File: src/logic/bus_map_pkg.sv
// Memory map of the slice with data-port codes and region upper bounds

package bus_map_pkg;

  // Decoder looks at HADDR[31:10] only
  localparam int DECODE_LSB = 10;

  // Port codes follow the classic matrix decode
  typedef enum logic [2:0] {
    PORT_MI0     = 3'b000,  // Region 0 SRAM
    PORT_MI1     = 3'b001,  // Region 1 SRAM
    PORT_MI2     = 3'b010,  // Region 2 SRAM
    PORT_DEFAULT = 3'b100   // Unmapped space
  } port_sel_e;

  // ------------------------------
  // Region upper bounds, in 1 KB units
  // ------------------------------
  // Region 0 starts at zero so only the tops are needed
  localparam logic [21:0] REGION0_LAST = 22'h07_ffff;  // 0x1FFF_FFFF
  localparam logic [21:0] REGION1_LAST = 22'h0f_ffff;  // 0x3FFF_FFFF
  localparam logic [21:0] REGION2_LAST = 22'h17_ffff;  // 0x5FFF_FFFF

endpackage

File: src/logic/ahb_pkg.sv
// AHB-Lite protocol types and bus widths shared across the interconnect slice

package ahb_pkg;

  // ------------------------------
  // Bus widths
  // ------------------------------
  localparam int AHB_ADDR_W = 32;  // Byte address
  localparam int AHB_DATA_W = 32;  // Word data, no sub-word lanes

  // ------------------------------
  // Transfer and response codes
  // ------------------------------

  // HTRANS encoding per AHB-Lite
  typedef enum logic [1:0] {
    IDLE   = 2'b00,  // No transfer
    BUSY   = 2'b01,  // Master stalling mid-burst
    NONSEQ = 2'b10,  // Single or first beat
    SEQ    = 2'b11   // Follow-on beat
  } htrans_e;

  // Single-bit HRESP of AHB-Lite
  typedef enum logic {
    OKAY  = 1'b0,
    ERROR = 1'b1
  } hresp_e;

endpackage
File: src/logic/ahb_bus_decoder.sv
// Address decoder steering selects to three SRAM ports and muxing the data-phase response
`timescale 1ns/1ns

module ahb_bus_decoder (
  input  logic                                                   HCLK,
  input  logic                                                   HRESETn,
  input  logic                                                   HREADY,      // Bus ready
  input  logic                                                   HSEL,
  input  logic [ahb_pkg::AHB_ADDR_W-1:bus_map_pkg::DECODE_LSB]  decode_addr,
  input  ahb_pkg::htrans_e                                       HTRANS,
  input  logic                                                   readyout0,
  input  logic                                                   readyout1,
  input  logic                                                   readyout2,
  input  ahb_pkg::hresp_e                                        resp0,
  input  ahb_pkg::hresp_e                                        resp1,
  input  ahb_pkg::hresp_e                                        resp2,
  input  logic [ahb_pkg::AHB_DATA_W-1:0]                         rdata0,
  input  logic [ahb_pkg::AHB_DATA_W-1:0]                         rdata1,
  input  logic [ahb_pkg::AHB_DATA_W-1:0]                         rdata2,
  output logic                                                   sel0,
  output logic                                                   sel1,
  output logic                                                   sel2,
  output logic                                                   HREADYOUT,   // To master
  output ahb_pkg::hresp_e                                        HRESP,
  output logic [ahb_pkg::AHB_DATA_W-1:0]                         HRDATA
);
  import ahb_pkg::*;
  import bus_map_pkg::*;

  port_sel_e addr_port;     // Address-phase target
  port_sel_e data_port;     // Port owning the data phase
  logic      sel_dft;       // Default slave select
  logic      dft_readyout;
  hresp_e    dft_resp;

  // Unmapped accesses land here
  ahb_default_slave u_default_slave (
    .HCLK      (HCLK),
    .HRESETn   (HRESETn),
    .HSEL      (sel_dft),
    .HTRANS    (HTRANS),
    .HREADY    (HREADY),
    .HREADYOUT (dft_readyout),
    .HRESP     (dft_resp)
  );

  // ------------------------------
  // Address phase
  // ------------------------------
  always_comb
  begin
    if (HTRANS == IDLE)
      addr_port = data_port;                // Idle stays on the current port
    else if (decode_addr <= REGION0_LAST)
      addr_port = PORT_MI0;
    else if (decode_addr <= REGION1_LAST)
      addr_port = PORT_MI1;
    else if (decode_addr <= REGION2_LAST)
      addr_port = PORT_MI2;
    else
      addr_port = PORT_DEFAULT;             // Anything above 0x5FFF_FFFF
  end

  // One-hot selects, gated by HSEL
  always_comb
  begin
    sel0    = 1'b0;
    sel1    = 1'b0;
    sel2    = 1'b0;
    sel_dft = 1'b0;
    if (HSEL)
    begin
      case (addr_port)
        PORT_MI0:     sel0    = 1'b1;
        PORT_MI1:     sel1    = 1'b1;
        PORT_MI2:     sel2    = 1'b1;
        PORT_DEFAULT: sel_dft = 1'b1;
        default:      sel_dft = 1'b0;
      endcase
    end
  end

  // ------------------------------
  // Data phase
  // ------------------------------

  // Moves on with the bus, not with our own HREADYOUT
  always_ff @(posedge HCLK)
  begin
    if (!HRESETn)
      data_port <= PORT_MI0;
    else if (HREADY)
      data_port <= addr_port;
  end

  // Response mux
  always_comb
  begin
    case (data_port)
      PORT_MI0:
      begin
        HREADYOUT = readyout0;
        HRESP     = resp0;
        HRDATA    = rdata0;
      end
      PORT_MI1:
      begin
        HREADYOUT = readyout1;
        HRESP     = resp1;
        HRDATA    = rdata1;
      end
      PORT_MI2:
      begin
        HREADYOUT = readyout2;
        HRESP     = resp2;
        HRDATA    = rdata2;
      end
      default:
      begin
        HREADYOUT = dft_readyout;           // Default slave has no read data
        HRESP     = dft_resp;
        HRDATA    = '0;
      end
    endcase
  end

  // Never more than one slave selected in the same cycle
  a_sel_onehot: assert property (@(posedge HCLK) disable iff (!HRESETn)
    $onehot0({sel0, sel1, sel2, sel_dft}));

  // Data port register only ever holds one of the four codes
  a_data_port_legal: assert property (@(posedge HCLK) disable iff (!HRESETn)
    data_port inside {PORT_MI0, PORT_MI1, PORT_MI2, PORT_DEFAULT});

endmodule

File: src/logic/ahb_default_slave.sv
// Default slave answering active transfers to unmapped space with a two-cycle ERROR
`timescale 1ns/1ns

module ahb_default_slave (
  input  logic             HCLK,
  input  logic             HRESETn,
  input  logic             HSEL,
  input  ahb_pkg::htrans_e HTRANS,
  input  logic             HREADY,
  output logic             HREADYOUT,
  output ahb_pkg::hresp_e  HRESP
);
  import ahb_pkg::*;

  typedef enum logic [1:0] {
    DFT_IDLE = 2'b00,  // OKAY with zero wait
    DFT_ERR1 = 2'b01,  // ERROR with ready low
    DFT_ERR2 = 2'b10   // ERROR with ready high
  } dft_state_e;

  dft_state_e state;
  dft_state_e next_state;
  logic       xfer_req;  // Active transfer accepted this cycle

  assign xfer_req = HSEL && HREADY && (HTRANS == NONSEQ || HTRANS == SEQ);

  always_comb
  begin
    case (state)
      DFT_ERR1: next_state = DFT_ERR2;
      default:  next_state = xfer_req ? DFT_ERR1 : DFT_IDLE;  // ERR2 may accept again
    endcase
  end

  always_ff @(posedge HCLK)
  begin
    if (!HRESETn)
      state <= DFT_IDLE;
    else
      state <= next_state;
  end

  // Two-cycle ERROR per AHB-Lite
  assign HREADYOUT = (state != DFT_ERR1);
  assign HRESP     = (state == DFT_IDLE) ? OKAY : ERROR;

  // Ready-low ERROR cycle always leads into a ready-high ERROR cycle
  a_err_two_cycle: assert property (@(posedge HCLK) disable iff (!HRESETn)
    !HREADYOUT |-> (HRESP == ERROR) ##1 (HREADYOUT && HRESP == ERROR));

endmodule

File: config.mk
export PLATFORM = sky130hd
export DESIGN_NAME = ahb_bus_decoder
export DESIGN_NICKNAME = d
export VERILOG_FILES = /design/src/logic/bus_map_pkg.sv /design/src/logic/ahb_pkg.sv /design/src/logic/ahb_bus_decoder.sv /design/src/logic/ahb_default_slave.sv
export SDC_FILE = /design/constraint.sdc
export NUM_CORES = 1
export LEC_CHECK = 0
export ABC_AREA = 1
export BUFFER_PORTS_ARGS = -buffer_cell sky130_fd_sc_hd__clkbuf_2
export CORE_MARGIN = 5
export CORE_UTILIZATION = 30
export CTS_CLUSTER_DIAMETER = 100
export DETAILED_ROUTE_END_ITERATION = 7
export PLACE_DENSITY = 0.82
export SLEW_MARGIN = 5
export SYNTH_ARGS = -nofsm -noshare
export SYNTH_HDL_FRONTEND = slang
export SYNTH_HIERARCHICAL = 1
export SYNTH_SLANG_ARGS = --single-unit
File: constraint.sdc
create_clock -name HCLK -period 1.2 [get_ports HCLK]
set_input_delay 0 -clock HCLK [delete_from_list [all_inputs] [get_ports HCLK]]
set_output_delay 0 -clock HCLK [all_outputs]
set_load 0.01 [all_outputs]
Word level (Yosys, flattened, before mapping)
Cells that the tools add are included.
Word-level totals
  output and inout bits: 37
  bits of input ports: 130
  word-level logic and storage cells: 42
  bits in registers: 5
Cells by class
  reduce and logical (&&, ||, !) cells: 8
  equal/unequal tests: 9
  bitwise logic cells: 1
  magnitude comparators: 3
  muxes and demuxes: 18
Operator list (number)
  one-hot mux 32 bit (3 select lines): 1
  less-or-equal comparator 22 x 19 -> 1 bit (second input constant): 1
  less-or-equal comparator 22 x 20 -> 1 bit (second input constant): 1
  less-or-equal comparator 22 x 21 -> 1 bit (second input constant): 1
  2-to-1 mux 3 bit: 4
  2-to-1 mux 1 bit: 10
  equality test 3 x 1 -> 1 bit (second input constant): 2
  equality test 3 x 2 -> 1 bit (second input constant): 2
  zero test 3 bit: 2
  one-hot mux 1 bit (3 select lines): 2
  equality test 2 bit (second input constant): 2
  zero test 2 bit: 2
  equality test 3 bit (second input constant): 1
  equality test 2 x 1 -> 1 bit (second input constant): 1
  logical AND 1 bit: 2
  2-to-1 mux 2 bit: 1
  != test 2 x 1 -> 1 bit (second input constant): 1
  OR reduction 2 bit: 1
  logical OR 1 bit: 1
  inverter 1 bit: 1

Depth between registers and ports, before layout
Gate-level depths: netlist of the first run.
  depth after elaboration: 12
  mapped depth: 9

Cells and area by module
Netlist of the first run, hierarchy kept.
By module, submodules not included
  ahb_bus_decoder: cells an instance 208, area an instance 1031.0 um^2, times used 1
  ahb_default_slave: cells an instance 10, area an instance 81.3 um^2, times used 1

Worst setup path before layout of the first run
Ideal clock, no wire load.
  path kind: register to register
  start: register data_port[1]
  end: register u_default_slave.state[0]
  data arrival time: 1.015 ns
  setup slack: 0.123 ns
  data required time: 1.138 ns
  stages on the path, launching flop included: 8
  setup time: 0.062 ns
  cell sequence: dfxtp_1 > inv_2 > nor2_1 > nor2_1 > nand2_1 > nor2_1 > nand3_1 > nor2_2
On the way
  longest elaborated chain between the ends: 7
Ends and longest elaborated chain
  start, declared: line ahb_bus_decoder.sv:31  | port_sel_e data_port;
  start signal, assigned: line ahb_bus_decoder.sv:93  | data_port <= addr_port;
  2-to-1 mux 3 bit: line ahb_bus_decoder.sv:52  | if (HTRANS == IDLE)
  equality test 3 bit: line ahb_bus_decoder.sv:73  | case (addr_port)
  2-to-1 mux 1 bit: line ahb_bus_decoder.sv:73
  2-to-1 mux 1 bit: line ahb_bus_decoder.sv:71  | if (HSEL)
  named net sel_dft: line ahb_bus_decoder.sv:32  | logic sel_dft;
  logical AND 1 bit (2 in a row): line ahb_default_slave.sv:25  | assign xfer_req = HSEL && HREADY && (HTRANS == NONSEQ || HTRANS == SEQ);
  2-to-1 mux 1 bit: line ahb_default_slave.sv:31  | default: next_state = xfer_req ? DFT_ERR1 : DFT_IDLE;
  end signal, assigned: line ahb_default_slave.sv:40  | state <= next_state;
  end, declared: line ahb_default_slave.sv:21  | dft_state_e state;
The timed path passes the listed nets, and every way through them passes these cells.
A chain may end at the register's enable or synchronous reset.

Final worst setup path of the first run
  start: register data_port[2]
  end: output port HRDATA[18] (netlist bit)
On the way
  longest elaborated chain between the ends: 2
  elaborated cells on any way between the ends: 4
Ends and longest elaborated chain
  equality test 3 x 2 -> 1 bit (tied with other cells): line ahb_bus_decoder.sv:99  | case (data_port)
  one-hot mux 32 bit (3 select lines) *: line ahb_bus_decoder.sv:99
  end, declared: line ahb_bus_decoder.sv:25  | output logic [ahb_pkg::AHB_DATA_W-1:0] HRDATA
Every way passes the cells marked *; elsewhere a longest branch is shown, timed or not.

==> results of run 1 <==
==> critical path, cell delays in order (launching register included) <==
cell and delay, ns:
sky130_fd_sc_hd__dfxtp_4 0.35, sky130_fd_sc_hd__inv_4 0.07, sky130_fd_sc_hd__nand2_4 0.07, sky130_fd_sc_hd__nor2_4 0.12
sky130_fd_sc_hd__buf_12 0.14, sky130_fd_sc_hd__clkbuf_16 0.15, sky130_fd_sc_hd__nand2_2 0.06, sky130_fd_sc_hd__nand3_2 0.08
sky130_fd_sc_hd__buf_6 0.10
==> layer usage <==
metal,share of wire,GRT usage
met3,0.081,0.0426
met2,0.54,0.331
met1,0.35,0.209
met4,0.026,0.0710
met5,0,0
==> flip-flops by register name (all words and copies together), names as in the netlist <==
signal	count
data_port	3
u_default_slave/state	2
==> cell type report <==
cell class / instances / area [um^2] / share of cell area
sequential: 5 / 109 / 0.0434
tap: 48 / 60.1 / 0.0239
inverter: 17 / 73.8 / 0.0294
clock buffer: 4 / 45.0 / 0.0179
timing repair buffer: 166 / 1150 / 0.457
multi-input combinational: 187 / 1070 / 0.428
==> power by group <==
group          internal [mW]  leakage [nW]  total, mW  switching, mW
sequential             0.175        0.0426      0.186         0.0115
clock                  0.228        0.0228      0.307         0.0793
combinational          0.656          1.42       1.24          0.583
total                   1.06          1.49       1.73          0.673
==> worst paths after layout <==
check | cells after the start | end | start | slack [ns]
setup reg to reg | 9 | u_default_slave/state[0] | data_port[2] | 0.02
setup / recovery | 8 | HRDATA[18] | data_port[2] | -0.18
hold / removal | 3 | u_default_slave/state[1] | HRESETn | 0.03
hold reg to reg | 2 | u_default_slave/state[1] | u_default_slave/state[0] | 0.48
==> Yosys cell counts, drive strengths merged <==
cell type | count | share of area
nand2 | 120 | 0.43
buf | 9 | 0.082
dfxtp | 5 | 0.090
nor3 | 1 | 0.015
nor2 | 18 | 0.084
nand3 | 39 | 0.19
a21oi | 4 | 0.018
or2 | 1 | 0.0056
nand4 | 2 | 0.011
inv | 17 | 0.057
o21ai | 2 | 0.0090
==> through the flow <==
stage / utilization / TNS (ns) / setup slack (ns) / area [um^2] / power [mW]
after floorplan: - / 0 / 0.123 / 1110 / 0.626
after global placement: 0.531 / 0 / 0.0303 / 1930 / 1.02
after detailed placement: 0.531 / 0 / 0.00780 / 1930 / 1.03
after CTS: 0.562 / -4.12 / -0.144 / 2040 / 1.38
after global routing: 0.691 / -6.76 / -0.224 / 2510 / 1.86
final: 0.691 / -4.53 / -0.178 / 2510 / 1.73
==> kinds of logic (layout without fill, tap and decap cells) <==
kind of cell | Yosys count | after routing | share of synthesized area
buf+inv | 26 | 187 | 0.139
flops | 5 | 5 | 0.0900
simple gates | 181 | 181 | 0.744
compound gates | 6 | 6 | 0.0270
==> timing repair <==
| action | in CTS | in global routing |
|---|---|---|
| hold endpoints to repair | 0 | 0 |
| resized for setup | 18 | 125 |
| setup endpoints to repair | 38 | 38 |
| gates cloned | 1 | 3 |
| buffers inserted | 3 | 2 |
| pin swaps | 9 | 37 |
==> results.md, run 1 <==
| Step | Metric | Reported |
|:---|:---|:---|
| run status | Run status | finished with violations |
| run status | Failing checks | setup timing |
| timing | Number of endpoints failing setup at the final stage | 36 |
| routing | First-pass iteration count of the detailed router | 6 |
| clock tree | Clk root buf | sky130_fd_sc_hd__clkbuf_8 |
| placement | Placed Cells incl. Taps | 414 |
| synth | Netlist area before placement | 1110 um^2 |
| timing | Setup repair after global routing missed its margin | true |
| timing | Setup Skew | 0.000464 ns |
| synth | Ys Warns | 6 |
| clock tree | Total clock buffers created by CTS | 3 |
| clock tree | Source-to-sink clock delay at the later pin of the worst-skew pair | 0.22 ns |
| routing | Initial DRC Count | 94 |
| clock tree | Deepest clock path buffer count | 2 |
| global routing | Pin count of the biggest net entering global routing | 22 |
| layout | Fraction of final layout cells with drive strength greater than 1 | 0.652 |
| placement | Port Buffer Count | 147 |
| die | I/O pin total | 167 |
| global routing | Sum of overflow across all layers after global routing | 0 |
| synth | Post-synthesis area per instance | 5.10 um^2 |
| die | Cell row count | 22 |
| synth | Cells after Synth | 218 |
| timing | Worst hold slack | 0.0265 ns |
| timing | Tightest slew margin relative to the limit | 0.815 |
| routing | WL final | 6100 um |
| die | Core Box Area | 3630 um^2 |
| clock tree | CTS HTree Levels | 1 |
| synth | Number of different library cells in the post-synthesis netlist | 20 |
| synth | Post-synthesis register bit count | 5 |
| layout | Diode count | 0 |
| clock tree | Register clock-pin slew on the reported worst setup and hold paths | 0.03 ns |
| worst setup path | Required @ worst endpoint | 1.20 ns |
| placement | Detailed-placement wirelength estimate | 4000 um |
| flow run | Max-cap violations | 0 |
| layout | Net total in the final layout | 510 |
| worst setup path | Biggest fanout along the worst timing path | 7 |
| hold path | HP Class | in2reg |
| routing | Post-DR vias/cell | 4.84 |
| synth | Number of nets in the synthesized netlist | 348 |
| worst setup path | Type of element capturing the critical path | output port |
| worst setup path | Crit Path Category | reg2out |
| layout | Layout area overhead | 126% |
| global routing | Number of global-route vias before repair | 1,872 |
| timing | Final critical delay including setup and external delays | 1.38 ns |
| routing | Total DRC errors in the routed layout | 0 |
| layout | Final Instance Count excl. Fillers | 427 |
| routing | Wire length per cell after detailed routing | 14.3 um |
| routing | Remaining antenna violation count after routing | 0 |
| die | Chip Width | 70.9 um |
| timing | Slack of the critical path | -0.178 ns |
| global routing | Wire length of the first global-routing pass | 7780 um |
| die | Starting density of the core | 0.306 |
| power and ir drop | Power per cell area | 690 nW/um^2 |
| worst setup path | Data arrival time of the critical path | 1.38 ns |
| power and ir drop | Peak supply drop | 0.588 mV |
| layout | Number of filler cells placed in the layout | 308 |
| timing | Final clock period utilization by the worst path | 1.15 |
| synth | Proportion of synthesized chip area in sequential cells | 0.0900 |
| global routing | Initial antenna violation count | 0 |
| global routing | All-Layer GR Usage | 0.184 |
| die | DIE HEIGHT | 70.9 um |
| clock tree | Clock tree from TritonCTS | done |
| clock tree | Hold buffers post-CTS | 0 |
| timing | Worst-margin pin slew | 0.276 ns |
| layout | Commonest non-fill, non-tap cell in the layout | sky130_fd_sc_hd__clkbuf_2 |
| placement | RD Place Congestion | 0.856 |
| power and ir drop | Leakage Power | 1.49 nW |
| worst setup path | Kind of launch point of the worst setup path | flip-flop |
| timing | Final Hold Vio Count | 0 |
| layout | Most frequent cells in the layout | sky130_fd_sc_hd__clkbuf_2 (110), sky130_fd_sc_hd__nand2_1 (83), sky130_fd_sc_hd__nand2_2 (33), sky130_fd_sc_hd__buf_6 (29), sky130_fd_sc_hd__nand3_2 (25) |
| die | Area enclosed by the die boundary | 5030 um^2 |
| routing | Vias post-DR | 2,065 |
| timing | Timing-limited maximum frequency | 726 MHz |
| timing | Max-slew violations | 0 |
| clock tree | Sink count of the clock tree | 5 |
Power figures use the tool's default switching activity.
==> run 2: changes to the inputs <==
--- a/config.mk
+++ b/config.mk
@@ -7,6 +7,7 @@
 export LEC_CHECK = 0
 export ABC_AREA = 1
 export BUFFER_PORTS_ARGS = -buffer_cell sky130_fd_sc_hd__clkbuf_2
+export CAP_MARGIN = 5
 export CORE_MARGIN = 5
 export CORE_UTILIZATION = 30
 export CTS_CLUSTER_DIAMETER = 100
==> constraint.sdc (replaced) <==
create_clock -name HCLK -period 1.43 [get_ports HCLK]
set_input_delay 0 -clock HCLK [delete_from_list [all_inputs] [get_ports HCLK]]
set_output_delay 0 -clock HCLK [all_outputs]
set_load 0.01 [all_outputs]
==> run 2 against run 1 <==
- the flow now finishes without violations
- critical path depth unchanged
- via count decreased by 9.1%
- core utilization is 12 points lower
- largest cell class unchanged
- highest routed layer unchanged
==> results.md, run 2 (synthesized netlist as in run 1, its figures left out) <==
| Step | Metric | Reported |
|:---|:---|:---|
| layout | Number of filler cells placed in the layout | 376 |
| timing | Timing-limited maximum frequency | 723 MHz |
| clock tree | Deepest clock path buffer count | 2 |
| worst setup path | Crit Path Category | reg2out |
| routing | Metal1 wirelength | 1820 um |
| routing | Remaining antenna violation count after routing | 0 |
| routing | Total DRC errors in the routed layout | 0 |
| flow run | Max-cap violations | 0 |
| clock tree | Sink count of the clock tree | 5 |
| run status | Run status | finished, final reports clean |
| die | DIE HEIGHT | 70.9 um |
| worst setup path | Biggest fanout along the worst timing path | 7 |
| layout | Diode count | 0 |
| timing | Final clock period utilization by the worst path | 0.967 |
| layout | Registers with the most flip-flops | data_port x3, u_default_slave/state x2 |
| timing | Final Hold Vio Count | 0 |
| clock tree | CTS HTree Levels | 1 |
| timing | Worst hold slack | 0.0207 ns |
| power and ir drop | Power per cell area | 581 nW/um^2 |
| power and ir drop | Peak supply drop | 0.385 mV |
| clock tree | Source-to-sink clock delay at the later pin of the worst-skew pair | 0.22 ns |
| placement | Port Buffer Count | 147 |
| worst setup path | Data arrival time of the critical path | 1.38 ns |
| global routing | All-Layer GR Usage | 0.172 |
| placement | RD Place Congestion | 0.845 |
| placement | Cell area reported after detailed placement | 1900 um^2 |
| placement | Detailed-placement wirelength estimate | 3940 um |
| die | Core Box Area | 3630 um^2 |
| routing | Post-DR vias/cell | 4.46 |
| worst setup path | Type of element capturing the critical path | output port |
| routing | First-pass iteration count of the detailed router | 4 |
| worst setup path | Required @ worst endpoint | 1.43 ns |
| clock tree | Register clock-pin slew on the reported worst setup and hold paths | 0.04 ns |
| routing | Met3 WL post-DR | 475 um |
| routing | Detail Route met2 WL | 2480 um |
| layout | Final Instance Area | 2080 um^2 |
| timing | Slack of the critical path | 0.0478 ns |
| hold path | HP Class | in2reg |
| timing | Number of endpoints failing setup at the final stage | 0 |
| routing | Max layer used | met4 |
| clock tree | Clock tree from TritonCTS | done |
| placement | Placement-stage worst setup slack | 0.200 ns |
| power and ir drop | Tot Pwr | 1.21 mW |
| layout | Fraction of final layout cells with drive strength greater than 1 | 0.504 |
| layout | Commonest non-fill, non-tap cell in the layout | sky130_fd_sc_hd__clkbuf_2 |
| routing | Vias post-DR | 1,877 |
| layout | Most frequent cells in the layout | sky130_fd_sc_hd__clkbuf_2 (137), sky130_fd_sc_hd__nand2_1 (109), sky130_fd_sc_hd__nand3_1 (35), sky130_fd_sc_hd__nor2_1 (15), sky130_fd_sc_hd__inv_1 (14) |
| global routing | Number of global-route vias before repair | 1,765 |
| layout | Most flop-heavy register | data_port |
| die | Starting density of the core | 0.306 |
| layout | Layout area overhead | 86.6% |
| global routing | Pin count of the biggest net entering global routing | 22 |
| global routing | Initial antenna violation count | 0 |
| timing | Max-slew violations | 0 |
| timing | Worst-margin pin slew | 0.271 ns |
| global routing | Wire length of the first global-routing pass | 7430 um |
| worst setup path | Kind of launch point of the worst setup path | flip-flop |
| global routing | Sum of overflow across all layers after global routing | 0 |
| timing | Tightest slew margin relative to the limit | 0.819 |
| layout | Utilization after layout | 0.571 |
| die | Area enclosed by the die boundary | 5030 um^2 |
| die | I/O pin total | 167 |
| clock tree | Clk root buf | sky130_fd_sc_hd__clkbuf_8 |
| layout | Max reg flops | 3 |
| power and ir drop | Leakage Power | 1.29 nW |
| die | Cell row count | 22 |
| timing | Setup Skew | 0.00184 ns |
| routing | Initial DRC Count | 58 |
| die | Chip Width | 70.9 um |
| routing | WL final | 4840 um |
| clock tree | Total clock buffers created by CTS | 3 |
| timing | Final critical delay including setup and external delays | 1.38 ns |
| layout | Net total in the final layout | 504 |
| routing | Wire length per cell after detailed routing | 11.5 um |
[run 2: layout make-up]
class | count | area [um^2] | share of cell area
well taps | 48 | 60.1 | 0.0289
repair buffers | 160 | 943 | 0.454
flip-flops and latches | 5 | 104 | 0.0500
multi-input cells | 187 | 857 | 0.413
clock buffers | 4 | 45.0 | 0.0217
inverters | 17 | 66.3 | 0.0319
[run 2: critical path: stages, from the launching register on]
cell and delay (ns):
sky130_fd_sc_hd__dfxtp_2 0.33, sky130_fd_sc_hd__inv_4 0.09, sky130_fd_sc_hd__nand2_4 0.08, sky130_fd_sc_hd__nor2_4 0.13
sky130_fd_sc_hd__buf_12 0.14, sky130_fd_sc_hd__clkbuf_16 0.14, sky130_fd_sc_hd__nand2_1 0.05, sky130_fd_sc_hd__nand3_1 0.07
sky130_fd_sc_hd__clkbuf_2 0.13
[run 2: timing repair]
action	in CTS	in global routing
setup endpoints to repair	12	34
gates cloned	0	4
buffers inserted	0	3
pin swaps	0	3
gates resized for setup	3	14
hold buffers	0	0
[run 2: per-layer routing]
layer / track usage / up-vias
li1: - / 992
met1: 0.182 / 795
met2: 0.330 / 84
met3: 0.0497 / 6
met4: 0.0418 / 0
met5: 0 / -
[run 2: worst paths after layout]
path,start,end,slack (ns),cells after the start
setup / recovery,data_port[0],HRDATA[4],0.05,8
hold / removal,HRESETn,u_default_slave/state[1],0.02,3
setup reg to reg,data_port[2],u_default_slave/state[0],0.19,9
hold reg to reg,u_default_slave/state[0],u_default_slave/state[1],0.47,2
[run 2: power breakdown]
group / internal [mW] / switching [mW]
sequential: 0.148 / 0.00836
clock: 0.191 / 0.0647
combinational: 0.406 / 0.387
total: 0.745 / 0.460
[run 2: metrics by stage]
| stage | setup TNS (ns) | cells |
|---|---|---|
| after CTS | 0 | 414 |
| after floorplan | 0 | 218 |
| after global routing | -0.193 | 421 |
| after global placement | 0 | 410 |
| final | 0 | 421 |
| after detailed placement | 0 | 410 |
